[config.mk]
export PLATFORM = sky130hd
export DESIGN_NAME = receiver_centre
export DESIGN_NICKNAME = d
export VERILOG_FILES = /design/src/source/receiver_pkg.sv /design/src/source/at_response_buffer.sv /design/src/source/frame_end_timer.sv /design/src/source/receiver_centre.sv /design/src/source/stream_command_decoder.sv /design/src/source/uart_rx.sv
export SDC_FILE = /design/constraint.sdc
export NUM_CORES = 1
export LEC_CHECK = 0
export ABC_AREA = 1
export ABC_CLOCK_PERIOD_IN_PS = 3800
export BUFFER_PORTS_ARGS = -buffer_cell sky130_fd_sc_hd__buf_2
export CAP_MARGIN = 20
export CORE_MARGIN = 10
export CORE_UTILIZATION = 50
export CTS_CLUSTER_SIZE = 40
export DETAILED_ROUTE_END_ITERATION = 7
export HOLD_SLACK_MARGIN = 0.03
export PLACE_DENSITY_LB_ADDON = 0.2
export SLEW_MARGIN = 20
export SYNTH_ARGS = -nofsm -noshare
export SYNTH_HDL_FRONTEND = slang
export SYNTH_SLANG_ARGS = --single-unit
export TNS_END_PERCENT = 10
[constraint.sdc]
create_clock -name clock -period 3.8 [get_ports clock]
set_clock_uncertainty 0.15 [all_clocks]
set_input_delay 1.14 -clock clock [delete_from_list [all_inputs] [get_ports clock]]
set_output_delay 1.14 -clock clock [all_outputs]
set_load 0.005 [all_outputs]
[src/source/receiver_pkg.sv]
// shared constants for the bluetooth receive path.
// imported by the receiver modules; the top level uses scoped names only.
package receiver_pkg;

	// at reply buffer sizing.
	localparam int buffer_depth_bytes = 64; // byte capacity.
	localparam int byte_addr_width = $clog2(buffer_depth_bytes); // byte address bits.

	// occupancy counts.
	localparam int wr_count_width = 7; // holds 0 to 64 bytes.
	localparam int rd_count_width = 6; // complete 16-bit words.

	// cycles-per-bit and idle timer cap share one width.
	localparam int bit_period_width = 10;

	// data mode command bytes.
	localparam logic [7:0] cmd_start = 8'h00; // select a stream.
	localparam logic [7:0] cmd_cancel = 8'h01; // stop sending.

endpackage

[src/source/at_response_buffer.sv]
// byte-in, 16-bit-word-out buffer holding at replies for the host.
// read_data shows the oldest full word; read_enable pops it. first byte lands high.
`timescale 1ns/10ps

module at_response_buffer (
	input  logic                                clock,
	input  logic                                reset,
	input  logic                                mode_at,
	input  logic [7:0]                          byte_data,
	input  logic                                byte_valid,
	input  logic                                read_enable,
	output logic [15:0]                         read_data,
	output logic                                empty,
	output logic                                full,
	output logic [receiver_pkg::wr_count_width-1:0] wr_count,
	output logic [receiver_pkg::rd_count_width-1:0] rd_count
);
	import receiver_pkg::*;

	logic [7:0] mem [buffer_depth_bytes]; // circular byte store.
	logic [byte_addr_width-1:0] wr_ptr; // next byte slot.
	logic [byte_addr_width-2:0] rd_word_ptr; // oldest word, in words.
	logic [byte_addr_width-1:0] upper_addr;
	logic [byte_addr_width-1:0] lower_addr;
	logic [wr_count_width-1:0] byte_count; // stored bytes.
	logic write_en;
	logic pop_en;

	// with no room the byte is lost since the line cannot wait.
	assign write_en = byte_valid & mode_at & ~full;
	assign pop_en = read_enable & ~empty; // pop on empty is ignored.

	assign full = (byte_count == wr_count_width'(buffer_depth_bytes));
	assign empty = (byte_count < wr_count_width'(2)); // half a word is not readable.
	assign wr_count = byte_count;
	assign rd_count = byte_count[wr_count_width-1:1]; // whole words.

	// word pointer addresses an even/odd byte pair.
	assign upper_addr = {rd_word_ptr, 1'b0};
	assign lower_addr = {rd_word_ptr, 1'b1};
	assign read_data = {mem[upper_addr], mem[lower_addr]}; // fall-through read.

	always_ff @(posedge clock)
	begin
		if (write_en)
			mem[wr_ptr] <= byte_data;
	end

	always_ff @(posedge clock or posedge reset)
	begin
		if (reset)
		begin
			wr_ptr <= '0;
			rd_word_ptr <= '0;
			byte_count <= '0;
		end
		else
		begin
			if (write_en)
				wr_ptr <= wr_ptr + 1'b1; // wraps at depth.
			if (pop_en)
				rd_word_ptr <= rd_word_ptr + 1'b1;
			case ({write_en, pop_en})
				2'b10: byte_count <= byte_count + 1'b1;
				2'b01: byte_count <= byte_count - 2'd2;
				2'b11: byte_count <= byte_count - 1'b1; // one in, two out.
				default: byte_count <= byte_count;
			endcase
		end
	end

endmodule

[src/source/frame_end_timer.sv]
// idle timer that decides a frame is over.
// after a byte it counts quiet cycles; frame_done pulses when timer_cap is hit.
`timescale 1ns/10ps

module frame_end_timer (
	input  logic                                  clock,
	input  logic                                  reset,
	input  logic                                  byte_valid,
	input  logic                                  collecting,
	input  logic [receiver_pkg::bit_period_width-1:0] timer_cap,
	output logic                                  frame_done
);
	import receiver_pkg::*;

	typedef enum logic [1:0] {
		waiting,
		checking,
		done
	} timer_state_t;

	timer_state_t state;
	logic [bit_period_width-1:0] count; // quiet cycles so far.

	assign frame_done = (state == done);

	always_ff @(posedge clock or posedge reset)
	begin
		if (reset)
		begin
			state <= waiting;
			count <= '0;
		end
		else
		begin
			case (state)
				waiting:
				begin
					count <= '0;
					if (byte_valid)
						state <= checking; // a byte just landed.
				end
				checking:
				begin
					if (collecting)
					begin
						count <= '0;
						state <= waiting; // next byte started, not the end.
					end
					else if (count == timer_cap)
					begin
						count <= '0;
						state <= done;
					end
					else
						count <= count + 1'b1;
				end
				done:
				begin
					count <= '0;
					state <= waiting; // one cycle only.
				end
				default: state <= waiting;
			endcase
		end
	end

endmodule

[src/source/receiver_centre.sv]
// receive side top level: uart, frame timer, at buffer and stream decoder.
// want_at picks which side consumes the incoming frames.
`timescale 1ns/10ps

module receiver_centre (
	input  logic                                  clock,
	input  logic                                  reset,
	input  logic                                  want_at,
	input  logic                                  rxd,
	input  logic [receiver_pkg::bit_period_width-1:0] cycles_per_bit,
	input  logic [receiver_pkg::bit_period_width-1:0] timer_cap,
	output logic                                  at_response_flag,
	input  logic                                  read_enable,
	output logic [15:0]                           read_data,
	output logic                                  empty,
	output logic                                  full,
	output logic [receiver_pkg::wr_count_width-1:0]   wr_count,
	output logic [receiver_pkg::rd_count_width-1:0]   rd_count,
	output logic [7:0]                            stream_select,
	output logic                                  sending,
	output logic [7:0]                            command,
	output logic [7:0]                            operand
);

	logic [7:0] byte_data; // received byte.
	logic byte_valid;
	logic collecting; // uart mid-byte.
	logic frame_done;

	// frame end only counts as an at reply in at mode.
	assign at_response_flag = frame_done & want_at;

	uart_rx rx (
		.clock(clock),
		.reset(reset),
		.cycles_per_bit(cycles_per_bit),
		.rx_line(rxd),
		.byte_data(byte_data),
		.byte_valid(byte_valid),
		.collecting(collecting)
	);

	frame_end_timer end_timer (
		.clock(clock),
		.reset(reset),
		.byte_valid(byte_valid),
		.collecting(collecting),
		.timer_cap(timer_cap),
		.frame_done(frame_done)
	);

	at_response_buffer at_buffer (
		.clock(clock),
		.reset(reset),
		.mode_at(want_at),
		.byte_data(byte_data),
		.byte_valid(byte_valid),
		.read_enable(read_enable),
		.read_data(read_data),
		.empty(empty),
		.full(full),
		.wr_count(wr_count),
		.rd_count(rd_count)
	);

	stream_command_decoder decoder (
		.clock(clock),
		.reset(reset),
		.mode_at(want_at),
		.byte_data(byte_data),
		.byte_valid(byte_valid),
		.frame_done(frame_done),
		.command(command),
		.operand(operand),
		.stream_select(stream_select),
		.sending(sending)
	);

endmodule

[src/source/stream_command_decoder.sv]
// data mode command path; bytes pair up as command then operand.
// at frame end the pair picks a stream or stops sending.
`timescale 1ns/10ps

module stream_command_decoder (
	input  logic       clock,
	input  logic       reset,
	input  logic       mode_at,
	input  logic [7:0] byte_data,
	input  logic       byte_valid,
	input  logic       frame_done,
	output logic [7:0] command,
	output logic [7:0] operand,
	output logic [7:0] stream_select,
	output logic       sending
);
	import receiver_pkg::*;

	logic got_one; // command stored, operand next.
	logic take_byte;
	logic interpret;

	assign take_byte = byte_valid & ~mode_at;
	assign interpret = frame_done & ~mode_at;

	// pairing plus the two capture registers.
	always_ff @(posedge clock or posedge reset)
	begin
		if (reset)
		begin
			got_one <= 1'b0;
			command <= 8'h00;
			operand <= 8'h00;
		end
		else if (frame_done)
			got_one <= 1'b0; // every frame starts on a command byte.
		else if (take_byte)
		begin
			if (got_one)
				operand <= byte_data;
			else
				command <= byte_data;
			got_one <= ~got_one;
		end
	end

	// applied one cycle after the frame ends.
	always_ff @(posedge clock or posedge reset)
	begin
		if (reset)
		begin
			stream_select <= 8'h00;
			sending <= 1'b0;
		end
		else if (interpret)
		begin
			case (command)
				cmd_start:
				begin
					stream_select <= operand; // zero operand means stop all.
					sending <= (operand != 8'h00);
				end
				cmd_cancel: sending <= 1'b0; // keeps the last stream.
				default: ; // unknown commands change nothing.
			endcase
		end
	end

endmodule

[src/source/uart_rx.sv]
// serial-to-byte receiver for the radio module line, 8n1, lsb first.
// cycles_per_bit sets the bit period; byte_valid pulses at mid stop bit.
`timescale 1ns/10ps

module uart_rx (
	input  logic                                  clock,
	input  logic                                  reset,
	input  logic [receiver_pkg::bit_period_width-1:0] cycles_per_bit,
	input  logic                                  rx_line,
	output logic [7:0]                            byte_data,
	output logic                                  byte_valid,
	output logic                                  collecting
);
	import receiver_pkg::*;

	typedef enum logic [1:0] {
		rx_idle,
		rx_start,
		rx_data,
		rx_stop
	} rx_state_t;

	rx_state_t state;
	logic line_meta; // first sync stage.
	logic line_sync; // second sync stage, safe to use.
	logic [bit_period_width-1:0] count; // cycles into the current bit.
	logic [bit_period_width-1:0] half_period;
	logic [bit_period_width-1:0] last_count;
	logic [2:0] bit_index; // data bit being collected.
	logic [7:0] shift; // assembles the byte.
	logic half_tick;
	logic bit_tick;

	assign half_period = cycles_per_bit >> 1;
	assign last_count = cycles_per_bit - 1'b1;
	assign half_tick = (count == half_period); // middle of start bit.
	assign bit_tick = (count == last_count); // one full period later.

	// busy from start edge until the stop bit is sampled.
	assign collecting = (state != rx_idle);
	assign byte_data = shift;

	// line idles high.
	always_ff @(posedge clock or posedge reset)
	begin
		if (reset)
		begin
			line_meta <= 1'b1;
			line_sync <= 1'b1;
		end
		else
		begin
			line_meta <= rx_line;
			line_sync <= line_meta;
		end
	end

	always_ff @(posedge clock or posedge reset)
	begin
		if (reset)
		begin
			state <= rx_idle;
			count <= '0;
			bit_index <= '0;
			byte_valid <= 1'b0;
		end
		else
		begin
			byte_valid <= 1'b0; // single cycle pulse.
			case (state)
				rx_idle:
				begin
					count <= '0;
					bit_index <= '0;
					if (!line_sync)
						state <= rx_start; // falling edge seen.
				end
				rx_start:
				begin
					if (half_tick)
					begin
						count <= '0;
						// a start bit that is no longer low was a glitch.
						state <= line_sync ? rx_idle : rx_data;
					end
					else
						count <= count + 1'b1;
				end
				rx_data:
				begin
					if (bit_tick)
					begin
						count <= '0;
						bit_index <= bit_index + 1'b1;
						if (bit_index == 3'd7)
							state <= rx_stop; // eighth bit taken.
					end
					else
						count <= count + 1'b1;
				end
				rx_stop:
				begin
					if (bit_tick)
					begin
						count <= '0;
						state <= rx_idle;
						byte_valid <= line_sync; // low stop bit drops the byte.
					end
					else
						count <= count + 1'b1;
				end
				default: state <= rx_idle;
			endcase
		end
	end

	// data bits shift in from the top so the lsb ends up in bit 0.
	always_ff @(posedge clock)
	begin
		if (state == rx_data && bit_tick)
			shift <= {line_sync, shift[7:1]};
	end

endmodule
==> results of run 1 <==
==> power by group <==
part | switching [mW] | internal, mW | total (mW)
clock | 2.47 | 3.35 | 5.82
sequential | 0.194 | 7.09 | 7.28
combinational | 4.49 | 2.74 | 7.23
total | 7.16 | 13.2 | 20.3
==> how the worst max path moves through the flow <==
| stage | endpoint | slack, ns | cells after the start |
|---|---|---|---|
| 2_1_floorplan | at_buffer.wr_count[6] | 0.59 | 16 |
| 3_3_place_gp | at_buffer.wr_count[6] | 0.34 | 17 |
| 3_5_place_dp | at_buffer.wr_count[6] | 0.33 | 17 |
| 4_1_cts | read_data[5] | -0.14 | 10 |
| 5_1_grt | read_data[8] | -0.22 | 10 |
| 6_report | read_data[6] | -0.14 | 11 |
==> Yosys cell counts, drive strengths merged <==
master / number
clkinv: 2
xnor2: 4
fa: 1
edfxtp: 520
a21boi: 1
and2: 1
o221ai: 51
nand4: 38
o21bai: 1
nor3: 11
nor4: 4
a21oi: 13
xor2: 27
o22ai: 86
nor2: 385
inv: 109
or4: 1
dfrtp: 72
mux2i: 1
ha: 13
o211ai: 16
o31ai: 4
or2: 1
clkbuf: 73
nand3: 67
and3: 1
o21ai: 316
buf: 46
nand2: 198
dfstp: 2
nor3b: 1
==> final cells by class <==
class                           instances  share of cell area [%]
Inverter                              111                   1.460
Clock buffer                           68                   5.227
Multi-Input combinational cell       1242                   22.38
Timing Repair inverter                  1                 0.02135
Sequential cell                       594                   59.65
Clock inverter                         42                   1.345
Timing Repair Buffer                  217                   7.076
Tap cell                              664                   2.835
==> placed cells by master (no fill, tap or decap), drive strengths merged, types with 2 or more instances in the layout <==
cell        n
edfxtp    520
nor2      385
o21ai     316
buf       210
nand2     198
inv       111
o22ai      86
dfrtp      72
clkbuf     72
nand3      67
o221ai     51
nand4      38
clkinv     31
xor2       27
o211ai     16
a21oi      13
ha         13
nor3       11
bufinv      7
clkinvlp    5
xnor2       4
o31ai       4
nor4        4
bufbuf      3
dfstp       2
==> state kept, by name, summed over array words and instances, names as in the netlist, 6 cells and up, named ones only <==
name and cells:
at_buffer.mem 512, end_timer.count 10, rx.count 10, decoder.command 8, decoder.operand 8, decoder.stream_select 8, rx.byte_data 8, at_buffer.wr_count 7
at_buffer.wr_ptr 6
==> per-layer routing <==
layer	up-vias	routed length (um)
li1	7796	-
met2	698	31460
met3	131	4715
met4	0	2300
met5	-	0
met1	8474	26900
==> logic make-up after synthesis <==
kind of cell,Yosys count,share of synthesized area [%]
compound gates,488,11.34
xor+xnor,31,1.101
fa+ha+maj,14,0.7409
buf+inv,230,3.877
flops,594,70.86
mux,1,0.04060
simple gates,708,12.04
==> repair_timing <==
action / 4_1_cts / 5_1_grt
hold endpoints to repair: 0 / 0
hold buffers: 0 / 0
endpoints found under the setup margin: 16 / 16
resized for setup: 90 / 80
gates cloned: 11 / 4
buffers inserted: 16 / 0
pin swaps: 35 / 36
==> worst max-delay path: stages (launching register included) <==
cell and delay (ns):
dfrtp_4 0.52, inv_8 0.06, buf_12 0.13, buf_12 0.12, buf_16 0.12, o21ai_1 0.11
o221ai_1 0.19, o211ai_1 0.19, nand4_1 0.23, o21ai_2 0.15, inv_2 0.09, buf_6 0.12
==> run summary, run 1 <==
Yosys cell types: 44
Leak pwr: 10.50 nW
CTS tree: built
DP Area: 26330 um2
Slew @ Worst Pin: 0.9204 ns
Mapped Nets: 2105
Worst hold path class: reg -> reg
GRT Resource Usage Total: 21.49%
Crit Path Category: reg -> out
CP Data Arrival Time: 2.65 ns
Met3 usage: 4.090%
RSZ-0062 raised after global routing: yes
Routed wire length per instance: 22.24 um
Maximum vdd drop: 0.4684 mV
Final Cell Area: 29300 um2
Routed via count: 17.10k
Period utilization: 103.7%
Worst EP required: 2.51 ns
Pre-CTS setup slack: 0.3306 ns
Largest net degree at the start of global routing: 66
Initial antenna violation count: 0
Setup WS post-layout: -0.1411 ns
Ports: 82
Total chip power: 20.34 mW
Status: complete, but fails checks
Slew Limit Fails: 0
Synth Register Bits: 594
Power Density: 694.0 nW/um2
Worst skew pair latency: 0.63 ns
Dpl hpwl: 37880 um
Synth Instances: 2066
Non-filler cells, final: 2939
Num CTS Buffers: 59
Max Buffers Root-to-Sink: 3
Fin. Hold Viols: 0
Drt initial violations: 1622
Met1 usage: 28.19%
Placer congestion estimate: 0.9076
Highest Clock Rate: 253.7 MHz
First-pass GRT wire length: 99280 um
Leading area contributor after synthesis: edfxtp_1
Fillcell total: 3906
Vias in the first global route: 16.81k
Setup crit start kind: flip-flop
Placed insts: 2798
Clock Tree Root: clkbuf_16
DRT Wirelength: 65370 um
Hold Path Cell Cnt: 0
DRT Pass-1 Iters: 5
Die extent in x: 242.1 um
Vias per inst: 5.818
R2R Path End: at_buffer.wr_count[6]
Grt total ovfl: 0
Avg Inst Size Synth: 11.93 um2
Port bufs: 81
Relative slew slack: 38.57%
Setup violators final: 15
Sequential fraction of the synthesis area: 70.86%
GRT busiest layer: met2
CP Capture Type: output pin
Met2 GRT Util: 35.14%
Sink Count: 594
Nets: 2265
Layout area overhead: 18.84%
DRT antenna net count: 0
Total Neg Setup Slack: -1.487 ns
Synth Cell Area: 24650 um2
Synth area leaders: edfxtp_1, dfrtp_1, o21ai_0
RR Startpoint: at_buffer.wr_count[1]
Site Rows: 81
Yosys warns: 0
H-tree Lvls: 2
Crit path from: at_buffer.rd_word_ptr[0]
Drc violations: 0
Reg-to-reg slack, setup: 0.72 ns
Share of layout cells above drive strength 1: 17.67%
Diode count: 0
Clk slew on worst S/H paths: 0.06 ns
Final critical-path required period: 3.941 ns
Synth top area share: 63.33%
Die area: 58590 um2
Crit path max fanout: 5
Area of the multi-input gates: 6559 um2
Hold Slack: 0.2077 ns
Path depth of the worst reg2reg path: 19
MaxCap Viol Count: 0
Finished Core Util: 59.98%
Reg area: 17480 um2
Hold EP: rx.line_sync
HP Start: rx.line_meta
Core area: 48850 um2
Failing checks: negative setup slack
Starting Density: 50.47%
Die Ht: 242.1 um
Note: power is estimated with default switching activity, not from simulation.
==> inputs of run 2 (changes only) <==
Settings changed: SYNTH_HIERARCHICAL from default to 1.
==> run summary, run 2 <==
Status: complete, but fails checks
Failing checks: negative setup slack
EDFF count, synth: 520 (unchanged)
Worst hold path class: reg -> reg
Slew @ Worst Pin: 0.9397 ns (+0.01924 ns)
DRT Wirelength: 66820 um (+2.2%)
Count leader, synth: nand2_1
Layout area overhead: 15.34%
CTS tree: built
Fin. Hold Viols: 0 (unchanged)
Synth async-reset ratio: 12.46% (unchanged)
Die Ht: 247.1 um (+2.1%)
Core area: 51200 um2 (+4.8%)
Relative slew slack: 37.36% (-1.2 points)
Yosys cell types: 48 (+9.1%)
Primary FF master, synth: edfxtp_1
Setup crit start kind: flip-flop
Worst EP required: 2.51 ns (about the same)
Largest net degree at the start of global routing: 72 (+9.1%)
Site Rows: 83 (+2.5%)
Routed via count: 18.24k (+6.7%)
Clock Tree Root: clkbuf_16
Largest register FFs: 512 (unchanged)
Mapped Nets: 2476 (+18%)
RSZ-0062 raised after global routing: yes
Total chip power: 19.74 mW (-2.9%)
Crit path max fanout: 36 (+31)
Slew Limit Fails: 0 (unchanged)
Hold Path Cell Cnt: 0 (unchanged)
Reg with most FFs: at_buffer/mem
Port bufs: 81 (unchanged)
Setup violators final: 2 (-13)
Grt total ovfl: 0 (unchanged)
Hold buffer count at cts: 0 (unchanged)
Ports: 82 (unchanged)
Slowest cell on the critical path: dfrtp_4
Sink Count: 594 (unchanged)
MaxCap Viol Count: 0 (unchanged)
Placer congestion estimate: 0.8764 (-3.4%)
CP max stage delay: 0.50 ns (-0.02 ns)
Vias in the first global route: 17.75k (+5.6%)
DRT Pass-1 Iters: 5 (unchanged)
Commonest non-fill, non-tap cell in the layout: nand2_1
Leading area contributor after synthesis: edfxtp_1
Path depth of the worst reg2reg path: 11 (-8)
Synth area leaders: edfxtp_1, nand2_1, dfrtp_1
Vias per inst: 5.510 (-5.3%)
Routed wire length per instance: 20.19 um (-9.2%)
Share of layout cells above drive strength 1: 14.68% (-3.0 points)
GRT Resource Usage Total: 21.56% (+0.067 points)
Worst skew pair latency: 0.63 ns (about the same)
Highest Clock Rate: 261.5 MHz (+3.1%)
CP Capture Type: output pin
Period utilization: 100.6% (-3.1 points)
Die area: 61040 um2 (+4.2%)
Diode count: 0 (unchanged)
Die extent in x: 247.1 um (+2.1%)
RR Startpoint: at_buffer/wr_count[4]
Sequential fraction of the synthesis area: 67.77% (-3.1 points)
First-pass GRT wire length: 102500 um (+3.3%)
Synth top area share: 60.58% (-2.8 points)
Leak pwr: 11.57 nW (+10%)
HP Start: rx/line_meta
Drt initial violations: 1662 (+2.5%)
Initial antenna violation count: 0 (unchanged)
Fillcell total: 4216 (+7.9%)
Starting Density: 50.35% (-0.12 points)
H-tree Lvls: 2 (unchanged)
Most frequent cells in the layout: nand2_1, edfxtp_1, nor2_1
Clk slew on worst S/H paths: 0.07 ns (about the same)
Synth Instances: 2437 (+18%)
Num CTS Buffers: 58 (-1.7%)
Dpl hpwl: 38700 um (+2.2%)
Power Density: 664.0 nW/um2 (-4.3%)
Final critical-path required period: 3.824 ns (-0.1168 ns)
Top cells by count, synth: nand2_1, edfxtp_1, nor2_1, nand3_1, o21ai_0
Avg Inst Size Synth: 10.58 um2 (-11%)
Total Neg Setup Slack: -0.03551 ns (+1.452 ns)
Crit Path Category: reg -> out
CP Data Arrival Time: 2.53 ns (-0.12 ns)
Reg-to-reg slack, setup: 0.94 ns (+0.22 ns)
Maximum vdd drop: 0.4556 mV (-2.7%)
Nets: 2625 (+16%)
Drc violations: 0 (unchanged)
Yosys warns: 6 (+6)
Biggest registers after layout: at_buffer/mem (512), end_timer/count (10), rx/count (10)
Hold EP: rx/line_sync
Max Buffers Root-to-Sink: 3 (unchanged)
DRT antenna net count: 0 (unchanged)
Setup WS post-layout: -0.02431 ns (+0.1168 ns)
R2R Path End: at_buffer/wr_count[6]
Synth Register Bits: 594 (unchanged)
Critical-path cell list: buf_12 -> buf_16 -> nor2_1 -> nor2_1 -> o21ai_0 -> nand3_1 -> nand3_2 -> nand2_1 -> nand2_1 -> inv_1 -> buf_2
Synth Cell Area: 25780 um2 (+4.6%)
[run 2: changes by cell type after synthesis, sizes merged, moves of 29 or more]
cell	delta
nor2	+39
nand2	+453
nand3	+178
o21ai	-150
o22ai	-82
clkbuf	-33
o221ai	-51
buf	+29
[run 2: worst max-delay path, delay by kind of cell (launching register included)]
family / cells / cell delay, ns
DFF: 1 / 0.50
and+or+nand+nor: 6 / 0.76
AOI/OAI and AO/OA: 1 / 0.09
buffers and inverters: 4 / 0.53
[run 2: layer usage]
| metal | share of wire [%] | vias to the layer above | GRT usage [%] |
|---|---|---|---|
| met5 | 0 | - | 0 |
| met4 | 2.4 | 0 | 6.152 |
| met3 | 7.3 | 117 | 3.226 |
| met2 | 48 | 750 | 35.68 |
| met1 | 42 | 8813 | 29.15 |
| li1 | - | 8558 | - |
[run 2: through the flow]
step                cell area [um2]  hold slack, ns  setup slack [ns]  util (%)  instances
floorplan                     25780          0.1952            0.7984         -       2437
global placement              27350          0.2050            0.3700     53.43       3188
detailed placement            27350          0.2006            0.3661     53.43       3188
CTS                           29530          0.2093          -0.01053     57.69       3305
global route                  29730          0.2122           -0.1046     58.07       3310
finish                        29730          0.2107          -0.02431     58.07       3310
[run 2: area by class of cell]
type	instances	area (um2)	area share (%)
clock buffers	75	1588	5.340
clock inverters	29	222.7	0.7491
inverters	107	434.2	1.460
multi-input cells	1621	7381	24.83
flip-flops and latches	594	17480	58.78
well taps	680	850.8	2.862
repair buffers	202	1758	5.913
repair inverters	2	20.02	0.06733
[run 2: cells by family after synthesis]
family,count (synthesis),synth area share (%)
and+or+nand+nor,1356,21.74
AOI/OAI and AO/OA,216,4.582
DFF,594,67.77
adders and majority gates,14,0.7087
buffers and inverters,222,4.014
xor gates and xnor gates,35,1.189
[run 2: how the worst max path moves through the flow]
stage,endpoint,slack [ns],startpoint,cells past startpoint
after global placement,at_buffer/wr_count[6],0.37,want_at,13
after detailed placement,at_buffer/wr_count[6],0.37,want_at,11
after floorplan,at_buffer/mem[15][0],0.80,want_at,5
final,read_data[2],-0.02,at_buffer/rd_word_ptr[0],11
after CTS,read_data[0],-0.01,at_buffer/rd_word_ptr[1],10
after global routing,read_data[15],-0.10,at_buffer/rd_word_ptr[0],12
[run 2: report_power, final]
part,internal (mW),switching (mW)
clock,3.08,2.48
combinational,2.39,4.54
sequential,7.09,0.170
[run 2: repair_timing]
action                     in CTS  in global routing
setup endpoints to repair      16                 16
setup buffers                   5                  0
cloned                          8                  4
gates resized for setup        36                 26
pin swaps                       5                  3
